`config.mk`:
```
export PLATFORM = sky130hd
export DESIGN_NAME = conv_engine
export DESIGN_NICKNAME = d
export VERILOG_FILES = /design/src/cnn_pkg.sv /design/src/lane_bus_if.sv /design/src/n_delay.sv /design/src/mult_lanes.sv /design/src/step_buffer.sv /design/src/accumulator_chain.sv /design/src/conv_engine.sv
export VERILOG_INCLUDE_DIRS = /design/src
export SDC_FILE = /design/constraint.sdc
export NUM_CORES = 2
export LEC_CHECK = 0
export BUFFER_PORTS_ARGS = -buffer_cell sky130_fd_sc_hd__buf_2
export CAP_MARGIN = 20
export CELL_PAD_IN_SITES_DETAIL_PLACEMENT = 1
export CELL_PAD_IN_SITES_GLOBAL_PLACEMENT = 2
export CORE_MARGIN = 10
export CORE_UTILIZATION = 43
export CTS_CLUSTER_SIZE = 40
export DETAILED_ROUTE_END_ITERATION = 6
export GPL_ROUTABILITY_DRIVEN = 0
export PLACE_DENSITY = 0.9
export SYNTH_ARGS = -nofsm -noshare
export SYNTH_HDL_FRONTEND = slang
export SYNTH_HIERARCHICAL = 1
export SYNTH_SLANG_ARGS = --single-unit
export TNS_END_PERCENT = 20
```
`constraint.sdc`:
```
create_clock -name aclk -period 4.6 [get_ports aclk]
set_input_delay 0.46 -clock aclk [delete_from_list [all_inputs] [get_ports aclk]]
set_output_delay 0.46 -clock aclk [all_outputs]
set_load 0.02 [all_outputs]
```
`src/conv_macros.svh`:
```
`ifndef CONV_MACROS_SVH
`define CONV_MACROS_SVH

// Signed pixel and weight width
`define CONV_DATA_WIDTH 8

// Kernel lanes per beat
`define CONV_STEPS 4

// One more than the cycles an accumulator cell takes
`define CONV_ACC_DELAY 3

// Guard bits above the product width cover up to 16 lanes
`define CONV_ACC_WIDTH (2 * `CONV_DATA_WIDTH + 4)

// Kernel row index and output-channel group
`define CONV_USER_WIDTH 8

`endif

```
`src/cnn_pkg.sv`:
```
`default_nettype none

`include "conv_macros.svh"

package cnn_pkg;

    // Full-precision pixel times weight
    typedef logic signed [2*`CONV_DATA_WIDTH-1:0] product_t;

    // Accumulated dot product
    typedef logic signed [`CONV_ACC_WIDTH-1:0] sum_t;

    // Sideband word, carried through untouched
    typedef struct packed {
        logic [`CONV_USER_WIDTH/2-1:0] kernel_row;
        logic [`CONV_USER_WIDTH/2-1:0] och_group;
    } user_t;

endpackage

`default_nettype wire

```
`src/lane_bus_if.sv`:
```
`timescale 1ns/1ps
`default_nettype none

`include "conv_macros.svh"

interface lane_bus_if #(
    parameter int DATA_WIDTH = 2 * `CONV_DATA_WIDTH
);

    localparam int STEPS = `CONV_STEPS;

    // One entry per kernel lane
    logic [STEPS-1:0]                 valid;
    logic [STEPS-1:0][DATA_WIDTH-1:0] data;
    logic [STEPS-1:0]                 last;
    cnn_pkg::user_t [STEPS-1:0]       user;

    // No ready: the shared aclken stalls every stage at once
    modport source (
        output valid,
        output data,
        output last,
        output user
    );

    modport sink (
        input valid,
        input data,
        input last,
        input user
    );

endinterface

`default_nettype wire

```
`src/n_delay.sv`:
```
`timescale 1ns/1ps
`default_nettype none

module n_delay #(
    parameter int DEPTH = 1,
    parameter int WIDTH = 1
) (
    input  wire              aclk,
    input  wire              aclken,
    input  wire              rst_n,
    input  wire  [WIDTH-1:0] data_in,
    output logic [WIDTH-1:0] data_out
);

    if (DEPTH == 0) begin : g_wire
        assign data_out = data_in;
    end else begin : g_shift
        logic [WIDTH-1:0] stages [DEPTH];

        always_ff @(posedge aclk) begin
            if (!rst_n) begin
                for (int k = 0; k < DEPTH; k++) begin
                    stages[k] <= '0;
                end
            end else if (aclken) begin
                stages[0] <= data_in;
                for (int k = 1; k < DEPTH; k++) begin
                    stages[k] <= stages[k-1];
                end
            end
        end

        assign data_out = stages[DEPTH-1];
    end

endmodule

`default_nettype wire

```
`src/mult_lanes.sv`:
```
`timescale 1ns/1ps
`default_nettype none

`include "conv_macros.svh"

module mult_lanes (
    input  wire                                     aclk,
    input  wire                                     aclken,
    input  wire                                     rst_n,
    input  wire                                     s_valid,
    input  wire [`CONV_STEPS*`CONV_DATA_WIDTH-1:0]  s_pixels,
    input  wire [`CONV_STEPS*`CONV_DATA_WIDTH-1:0]  s_weights,
    input  wire                                     s_last,
    input  wire cnn_pkg::user_t                     s_user,
    lane_bus_if.source                              prod
);

    localparam int STEPS = `CONV_STEPS;
    localparam int DW    = `CONV_DATA_WIDTH;

    cnn_pkg::product_t [STEPS-1:0] product;

    for (genvar i = 0; i < STEPS; i++) begin : g_lane
        logic signed [DW-1:0] pixel;
        logic signed [DW-1:0] weight;

        assign pixel  = s_pixels[i*DW +: DW];
        assign weight = s_weights[i*DW +: DW];

        // Both operands signed, so the product is widened before the multiply
        assign product[i] = pixel * weight;
    end

    always_ff @(posedge aclk) begin
        if (!rst_n) begin
            prod.valid <= '0;
            prod.data  <= '0;
            prod.last  <= '0;
            prod.user  <= '0;
        end else if (aclken) begin
            // Beat flags are shared, every lane takes its own copy
            prod.valid <= {STEPS{s_valid}};
            prod.data  <= product;
            prod.last  <= {STEPS{s_last}};
            prod.user  <= {STEPS{s_user}};
        end
    end

endmodule

`default_nettype wire

```
`src/step_buffer.sv`:
```
`timescale 1ns/1ps
`default_nettype none

`include "conv_macros.svh"

module step_buffer (
    input  wire        aclk,
    input  wire        aclken,
    input  wire        rst_n,
    input  wire        is_1x1,
    lane_bus_if.sink   s,
    lane_bus_if.source m
);

    localparam int STEPS = `CONV_STEPS;
    localparam int DW    = 2 * `CONV_DATA_WIDTH;
    localparam int CELL  = `CONV_ACC_DELAY - 1;
    localparam int UW    = `CONV_USER_WIDTH;

    logic [STEPS-1:0]           hold_valid;
    logic [STEPS-1:0][DW-1:0]   hold_data;
    logic [STEPS-1:0]           hold_last;
    cnn_pkg::user_t [STEPS-1:0] hold_user;

    // Lane 0 meets the first accumulator cell without skew
    assign hold_valid[0] = s.valid[0];
    assign hold_data[0]  = s.data[0];
    assign hold_last[0]  = s.last[0];
    assign hold_user[0]  = s.user[0];

    // Lane i waits for the i cells ahead of it in the chain
    for (genvar i = 1; i < STEPS; i++) begin : g_skew
        logic           dly_valid;
        logic [DW-1:0]  dly_data;
        logic           dly_last;
        cnn_pkg::user_t dly_user;

        n_delay #(.DEPTH(i * CELL), .WIDTH(1)) delay_valid (
            .aclk(aclk), .aclken(aclken), .rst_n(rst_n),
            .data_in(s.valid[i]), .data_out(dly_valid)
        );

        n_delay #(.DEPTH(i * CELL), .WIDTH(DW)) delay_data (
            .aclk(aclk), .aclken(aclken), .rst_n(rst_n),
            .data_in(s.data[i]), .data_out(dly_data)
        );

        n_delay #(.DEPTH(i * CELL), .WIDTH(1)) delay_last (
            .aclk(aclk), .aclken(aclken), .rst_n(rst_n),
            .data_in(s.last[i]), .data_out(dly_last)
        );

        n_delay #(.DEPTH(i * CELL), .WIDTH(UW)) delay_user (
            .aclk(aclk), .aclken(aclken), .rst_n(rst_n),
            .data_in(s.user[i]), .data_out(dly_user)
        );

        // 1x1 lanes are independent and skip the skew
        assign hold_valid[i] = is_1x1 ? s.valid[i] : dly_valid;
        assign hold_data[i]  = is_1x1 ? s.data[i]  : dly_data;
        assign hold_last[i]  = is_1x1 ? s.last[i]  : dly_last;
        assign hold_user[i]  = is_1x1 ? s.user[i]  : dly_user;
    end

    always_ff @(posedge aclk) begin
        if (!rst_n) begin
            m.valid <= '0;
            m.data  <= '0;
            m.last  <= '0;
            m.user  <= '0;
        end else if (aclken) begin
            m.valid <= hold_valid;
            m.data  <= hold_data;
            m.last  <= hold_last;
            m.user  <= hold_user;
        end
    end

endmodule

`default_nettype wire

```
`src/accumulator_chain.sv`:
```
`timescale 1ns/1ps
`default_nettype none

`include "conv_macros.svh"

module accumulator_chain (
    input  wire                                    aclk,
    input  wire                                    aclken,
    input  wire                                    rst_n,
    input  wire                                    is_1x1,
    lane_bus_if.sink                               s,
    output logic [`CONV_STEPS-1:0]                 m_valid,
    output logic [`CONV_STEPS*`CONV_ACC_WIDTH-1:0] m_sums,
    output logic                                   m_last,
    output cnn_pkg::user_t                         m_user
);

    localparam int STEPS = `CONV_STEPS;
    localparam int AW    = `CONV_ACC_WIDTH;
    localparam int CELL  = `CONV_ACC_DELAY - 1;
    localparam int UW    = `CONV_USER_WIDTH;

    // Delayed cell outputs, also the partial sums for the next cell
    cnn_pkg::sum_t [STEPS-1:0] cell_sum;
    logic [STEPS-1:0]          cell_valid;

    for (genvar i = 0; i < STEPS; i++) begin : g_cell
        localparam bit IS_TAIL = (i == STEPS - 1);

        cnn_pkg::product_t lane_prod;
        cnn_pkg::sum_t     partial;
        cnn_pkg::sum_t     sum_in;
        logic              valid_in;

        assign lane_prod = s.data[i];

        if (i == 0) begin : g_head
            assign partial = '0;
        end else begin : g_link
            // Skewed lane i arrives together with the sum of cell i-1
            assign partial = is_1x1 ? cnn_pkg::sum_t'(0) : cell_sum[i-1];
        end

        assign sum_in = cnn_pkg::sum_t'(lane_prod) + partial;

        // Partial sums are not results unless lanes stand alone
        assign valid_in = s.valid[i] & (is_1x1 | IS_TAIL);

        n_delay #(.DEPTH(CELL), .WIDTH(AW)) delay_sum (
            .aclk(aclk), .aclken(aclken), .rst_n(rst_n),
            .data_in(sum_in), .data_out(cell_sum[i])
        );

        n_delay #(.DEPTH(CELL), .WIDTH(1)) delay_valid (
            .aclk(aclk), .aclken(aclken), .rst_n(rst_n),
            .data_in(valid_in), .data_out(cell_valid[i])
        );
    end

    // Sideband of the final lane rides along with the final result
    n_delay #(.DEPTH(CELL), .WIDTH(1)) delay_last (
        .aclk(aclk), .aclken(aclken), .rst_n(rst_n),
        .data_in(s.last[STEPS-1]), .data_out(m_last)
    );

    n_delay #(.DEPTH(CELL), .WIDTH(UW)) delay_user (
        .aclk(aclk), .aclken(aclken), .rst_n(rst_n),
        .data_in(s.user[STEPS-1]), .data_out(m_user)
    );

    assign m_sums  = cell_sum;
    assign m_valid = cell_valid;

endmodule

`default_nettype wire

```
`src/conv_engine.sv`:
```
`timescale 1ns/1ps
`default_nettype none

`include "conv_macros.svh"

module conv_engine (
    input  wire                                    aclk,
    input  wire                                    aclken,
    input  wire                                    rst_n,
    input  wire                                    is_1x1,
    input  wire                                    s_valid,
    input  wire [`CONV_STEPS*`CONV_DATA_WIDTH-1:0] s_pixels,
    input  wire [`CONV_STEPS*`CONV_DATA_WIDTH-1:0] s_weights,
    input  wire                                    s_last,
    input  wire cnn_pkg::user_t                    s_user,
    output logic [`CONV_STEPS-1:0]                 m_valid,
    output logic [`CONV_STEPS*`CONV_ACC_WIDTH-1:0] m_sums,
    output logic                                   m_last,
    output cnn_pkg::user_t                         m_user
);

    // Products from the multipliers
    lane_bus_if #(.DATA_WIDTH(2 * `CONV_DATA_WIDTH)) prod_bus ();

    // Products skewed to meet the accumulator chain
    lane_bus_if #(.DATA_WIDTH(2 * `CONV_DATA_WIDTH)) skew_bus ();

    mult_lanes mult_lanes_i (
        .aclk      (aclk),
        .aclken    (aclken),
        .rst_n     (rst_n),
        .s_valid   (s_valid),
        .s_pixels  (s_pixels),
        .s_weights (s_weights),
        .s_last    (s_last),
        .s_user    (s_user),
        .prod      (prod_bus.source)
    );

    step_buffer step_buffer_i (
        .aclk   (aclk),
        .aclken (aclken),
        .rst_n  (rst_n),
        .is_1x1 (is_1x1),
        .s      (prod_bus.sink),
        .m      (skew_bus.source)
    );

    accumulator_chain accumulator_chain_i (
        .aclk    (aclk),
        .aclken  (aclken),
        .rst_n   (rst_n),
        .is_1x1  (is_1x1),
        .s       (skew_bus.sink),
        .m_valid (m_valid),
        .m_sums  (m_sums),
        .m_last  (m_last),
        .m_user  (m_user)
    );

endmodule

`default_nettype wire

```
Word level (Yosys, flattened, before mapping)
Memories as Yosys holds them, arrays and structs flattened.
Cells that the tools add are included.
{"block": "totals", "register_bits": 154, "ramBits": 450, "out_inout_bits": 93, "elab_cells": 187, "mem_count": 20}
{"memory": "step_buffer_i.g_skew[3].delay_data.g_shift.stages", "depth": 6, "word_bits": 16, "rd": 6, "rd_ports_with_merged_regs": 0, "wr": 6, "line_no": "n_delay.sv:18", "rtl": "logic [WIDTH-1:0] stages [DEPTH];"}
{"memory": "step_buffer_i.g_skew[2].delay_data.g_shift.stages", "depth": 4, "word_bits": 16, "rd": 4, "rd_ports_with_merged_regs": 0, "wr": 4, "line_no": "n_delay.sv:18"}
{"memory": "step_buffer_i.g_skew[3].delay_user.g_shift.stages", "depth": 6, "word_bits": 8, "rd": 6, "rd_ports_with_merged_regs": 0, "wr": 6, "line_no": "n_delay.sv:18"}
{"memory": "accumulator_chain_i.g_cell[0].delay_sum.g_shift.stages", "depth": 2, "word_bits": 20, "rd": 2, "rd_ports_with_merged_regs": 0, "wr": 2, "line_no": "n_delay.sv:18"}
{"memory": "accumulator_chain_i.g_cell[1].delay_sum.g_shift.stages", "depth": 2, "word_bits": 20, "rd": 2, "rd_ports_with_merged_regs": 0, "wr": 2, "line_no": "n_delay.sv:18"}
{"memory": "accumulator_chain_i.g_cell[2].delay_sum.g_shift.stages", "depth": 2, "word_bits": 20, "rd": 2, "rd_ports_with_merged_regs": 0, "wr": 2, "line_no": "n_delay.sv:18"}
{"memory": "14 more memories"}
{"block": "op_classes", "addsub": 3, "mul": 4, "n_mux": 79, "n_bitwise": 65}
{"cell": "$mux 16", "count": 15}
{"cell": "$mux 20", "count": 11}
{"cell": "$mux 8", "count": 9}
{"cell": "$mul 8x8->16", "count": 4}
{"cell": "$or 1x1->1", "count": 62}
{"cell": "$add 16x20->20", "count": 3}
{"cell": "$mux 1", "count": 44}
{"cell": "$and 1x1->1", "count": 3}

Logic depth before layout (Yosys ltp)
{"block": "depth", "ltp_word": 4, "ltp_mapped": 16, "ltp_nobuf": 16}

Cells and area by module
Netlist, hierarchy kept.
{"mod": "mult_lanes", "n_inst": 1, "cells_each": 1391, "area_each_um2": 12796.0}
{"mod": "n_delay (accumulator_chain_i.g_cell[0].delay_sum ...)", "n_inst": 4, "cells_each": 109, "area_each_um2": 1699.1}
{"mod": "step_buffer", "n_inst": 1, "cells_each": 430, "area_each_um2": 4309.1}
{"mod": "n_delay (step_buffer_i.g_skew[3].delay_data)", "n_inst": 1, "cells_each": 213, "area_each_um2": 3703.6}
{"mod": "accumulator_chain", "n_inst": 1, "cells_each": 442, "area_each_um2": 3213.1}
{"mod": "n_delay (step_buffer_i.g_skew[2].delay_data)", "n_inst": 1, "cells_each": 143, "area_each_um2": 2431.1}
{"mod": "n_delay (step_buffer_i.g_skew[3].delay_user)", "n_inst": 1, "cells_each": 107, "area_each_um2": 1811.7}
{"mod": "n_delay (step_buffer_i.g_skew[1].delay_data)", "n_inst": 1, "cells_each": 87, "area_each_um2": 1358.8}
{"mod": "n_delay (accumulator_chain_i.delay_user ...)", "n_inst": 2, "cells_each": 43, "area_each_um2": 673.1}
{"mod": "n_delay (step_buffer_i.g_skew[2].delay_user)", "n_inst": 1, "cells_each": 71, "area_each_um2": 1238.7}
{"mod": "n_delay (accumulator_chain_i.delay_last ...)", "n_inst": 7, "cells_each": 5, "area_each_um2": 78.8}
{"mod": "n_delay (step_buffer_i.g_skew[3].delay_last ...)", "n_inst": 2, "cells_each": 19, "area_each_um2": 235.2}
{"mod": "n_delay (step_buffer_i.g_skew[2].delay_last ...)", "n_inst": 2, "cells_each": 12, "area_each_um2": 152.6}

Worst setup path before layout
No wires, ideal clock.
{"block": "synth_timing", "path_kind": "input to register", "from": "input s_pixels[23]", "to": "register mult_lanes_i.prod.data[47]", "setup_time_ns": 0.062, "t_arrival_ns": 4.158, "required_ns": 4.538, "setup_slack_ns": 0.380, "path_stages": 16, "path_cell_list": "and2_1 ha_1 inv_1 fa_1 inv_1 fa_1 inv_1 fa_1 inv_1 ha_1 or2_1 a21o_2 o2111ai_2 a31oi_1 or4_1 nand3_1"}
{"block": "synth_via", "elab_chain_cells": 1}
{"item": "start, declared", "line_no": "conv_engine.sv:12", "rtl": "input wire [`CONV_STEPS*`CONV_DATA_WIDTH-1:0] s_pixels,"}
{"item": "$mul 8x8->16", "line_no": "mult_lanes.sv:31", "rtl": "assign product[i] = pixel * weight;"}
{"item": "end signal, assigned", "line_no": "mult_lanes.sv:43", "rtl": "prod.data <= product;"}
{"item": "end, declared", "line_no": "lane_bus_if.sv:21", "rtl": "output data,"}
Every way passes these cells.
A chain may end at the register's enable or synchronous reset.

Worst setup path in the final report
{"block": "layout_timing", "from": "input s_pixels[15]", "to": "register mult_lanes_i.prod.data[29]"}
The elaborated chain is that of the path after synthesis.

==> flow_metrics.env <==
export IMPL_fin_crit_sh_pct=88.8
export IMPL_finalInstanceArea_um2=40000
export IMPL_fin_nets=3728
export IMPL_dieArea_um2=98200
export IMPL_path_cells="buf_2 -> and2_1 -> ha_1 -> inv_1 -> fa_1 -> inv_1 -> fa_1 -> inv_1 -> fa_1 -> inv_1 -> ha_1 -> a21oi_1 -> o211ai_1 -> a221oi_1 -> buf_4 -> xor2_1 -> o21ai_0"
export IMPL_worstRegToRegCells=10
export IMPL_placed_area_um2=37800
export IMPL_coreArea_um2=85300
export IMPL_clk_latency_ns=0.63
export IMPL_htreeDepth=2
export IMPL_rsz0062_at_grt="no"
export IMPL_drtIter0Drc=1527
export IMPL_cts_tree="yes"
export IMPL_ys_warn_count=6
export IMPL_fin_cells=4450
export IMPL_syn_nets=3729
export IMPL_min_to="mult_lanes_i/prod.user[17]"
export IMPL_run_status="completed"
export IMPL_hold_start="s_user[1]"
export IMPL_rows=107
export IMPL_worst_slack_ns=0.515
export IMPL_holdPathStages=3
export IMPL_postSynthCellCount=3255
export IMPL_critPathMostFrequentCell="inv_1"
export IMPL_die_width_um=313
export IMPL_grt_pass1_wl_mm=134
export IMPL_place_ws_ns=-0.130
export IMPL_grt_pass1_vias=24600
export IMPL_cp_slowest_cell="fa_1"
export IMPL_path_delay_family="adder cells"
export IMPL_cp_startpoint="s_pixels[15]"
export IMPL_fin_crit_ns=4.08
export IMPL_cp_num_buf_inv=6
export IMPL_drive_gt1_share_pct=18.6
export IMPL_cts_root_buf="clkbuf_16"
export IMPL_gr_total_overflow=0
export IMPL_grt_antenna_before_repair=5
export IMPL_avgSynthCellArea_um2=11.4
export IMPL_initial_core_util_pct=43.4
export IMPL_post_cts_buffers=0
export IMPL_slew_violations=0
export IMPL_slew_headroom_pct=40.4
export IMPL_hp_class="in -> reg"
export IMPL_worstMarginPinSlew_ns=0.895
export IMPL_drc_errors=0
export IMPL_power_static_leakage_nw=18.5
export IMPL_startpoint_type="primary input"
export IMPL_max_freq_mhz=245
export IMPL_cp_max_fo=8
export IMPL_wl_per_cell_um=18.5
export IMPL_io_pins=171
export IMPL_die_h_um=313
export IMPL_post_cts_resized=0
export IMPL_finClkSkew_ns=0.0392
export IMPL_cts_hold_buf=0
export IMPL_syn_cell_area_um2=37000
export IMPL_drt_total_wl_mm=82.5
export IMPL_cts_max_path_buffers=3
export IMPL_syn_to_final_growth_pct=8.11
export IMPL_ff2ff_setup_slack_ns=1.52
export IMPL_postRouteAntennaNets=0
export IMPL_critPathKind="in -> reg"
export IMPL_dp_cells=4333
export IMPL_drv_cap=0
export IMPL_cp_end_kind="register"
export IMPL_timing_hold_ws_ns=0.108
export IMPL_hpwl_mm=59.3
export IMPL_setup_viol=0
export IMPL_max_stage_delay_ns=0.54
export IMPL_drt_vias_per_instance=5.20
export IMPL_drt_pass1_iter_count=7
export IMPL_ir_worst_vdd_uv=263
export IMPL_clkTransAtPathRegs_ns=0.06
export IMPL_grt_max_degree=216
export IMPL_cts_sinks=595
export IMPL_numCtsBuffers=60
export IMPL_io_buffers=170
export IMPL_power_mw=17.5
export IMPL_critPathArrivalTime_ns=4.56
export IMPL_dr_total_vias=23100
export IMPL_p_per_area_nw_per_um2=437
export IMPL_grt_usage_pct=16.6
export IMPL_crit_required_ns=5.08
export IMPL_hold_violations=0
==> where the power goes <==
part | internal [mW] | leakage [nW] | switching (mW) | total, mW
logic | 2.51 | 11.4 | 3.28 | 5.79
clock network | 3.01 | 1.01 | 2.10 | 5.12
registers | 6.25 | 6.13 | 0.327 | 6.58
total | 11.8 | 18.5 | 5.71 | 17.5
==> tightest hold or removal path, cell delays in order <==
cell and delay [ns]:
buf_2 0.08, mux2i_1 0.06, nor2b_1 0.09
==> worst max-delay path by stage <==
stage | to | slack (ns) | cells after the start
finish | mult_lanes_i/prod.data[29] | 0.52 | 17
CTS | mult_lanes_i/prod.data[31] | 0.53 | 16
detailed placement | mult_lanes_i/prod.data[31] | -0.13 | 17
floorplan | mult_lanes_i/prod.data[47] | 0.38 | 16
global placement | mult_lanes_i/prod.data[29] | 0.05 | 17
global route | mult_lanes_i/prod.data[29] | 0.19 | 16
==> metal layers <==
metal / global-route usage (%) / part of all wire (%) / vias to the layer above
met2: 28.3 / 49 / 307
li1: - / - / 11100
met4: 3.02 / 1.4 / 2
met3: 2.63 / 4.2 / 73
met5: 0 / 0.016 / -
met1: 22.4 / 46 / 11600
==> metrics by stage <==
stage / utilization [%] / setup TNS (ns)
after global routing: 46.9 / 0
after detailed placement: 44.4 / -0.258
after floorplan: - / 0
final: 46.9 / 0
after global placement: 44.4 / 0
after CTS: 46.8 / 0
==> state kept, by name, indices dropped and copies added (netlist names), 2 cells and up <==
signal / flops
step_buffer_i/g_skew.delay_last/g_shift.stages: 6
mult_lanes_i/prod.user: 8
step_buffer_i/m.valid: 4
mult_lanes_i/prod.data: 64
step_buffer_i/m.data: 64
accumulator_chain_i/delay_user/g_shift.stages: 16
step_buffer_i/g_skew.delay_data/g_shift.stages: 192
accumulator_chain_i/delay_last/g_shift.stages: 2
accumulator_chain_i/g_cell.delay_sum/g_shift.stages: 160
step_buffer_i/m.user: 8
accumulator_chain_i/g_cell.delay_valid/g_shift.stages: 8
step_buffer_i/g_skew.delay_user/g_shift.stages: 48
step_buffer_i/g_skew.delay_valid/g_shift.stages: 12
==> placed cells by master (no fill, tap or decap), types with 13 or more instances in the layout <==
| cell | n |
|---|---|
| o21ai_0 | 105 |
| nand3_1 | 18 |
| nor3_1 | 14 |
| nand2b_1 | 20 |
| nand4_1 | 13 |
| and3_1 | 168 |
| mux2i_1 | 123 |
| and2_1 | 176 |
| xor2_1 | 36 |
| a211oi_1 | 13 |
| fa_1 | 223 |
| o21ai_1 | 16 |
| a31oi_1 | 14 |
| buf_4 | 33 |
| dfxtp_1 | 164 |
| a21o_1 | 27 |
| edfxtp_1 | 431 |
| nor2_1 | 29 |
| xnor2_1 | 69 |
| buf_2 | 167 |
| inv_1 | 325 |
| o211ai_1 | 20 |
| and3_2 | 269 |
| clkbuf_16 | 62 |
| ha_1 | 173 |
| a21oi_1 | 135 |
| nor2b_1 | 158 |
| nand2_1 | 122 |
==> layout make-up <==
class                      count  area [µm²]
antenna                        1        2.50
timing repair buffer         208        1230
tap                         1144        1430
clock buffer                  81        1710
sequential                   595       16200
inverter                     326        1220
fill                        9100       45300
clock inverter                32         383
multi-input combinational   2063       17800
Note: power is estimated with default switching activity, not from simulation.
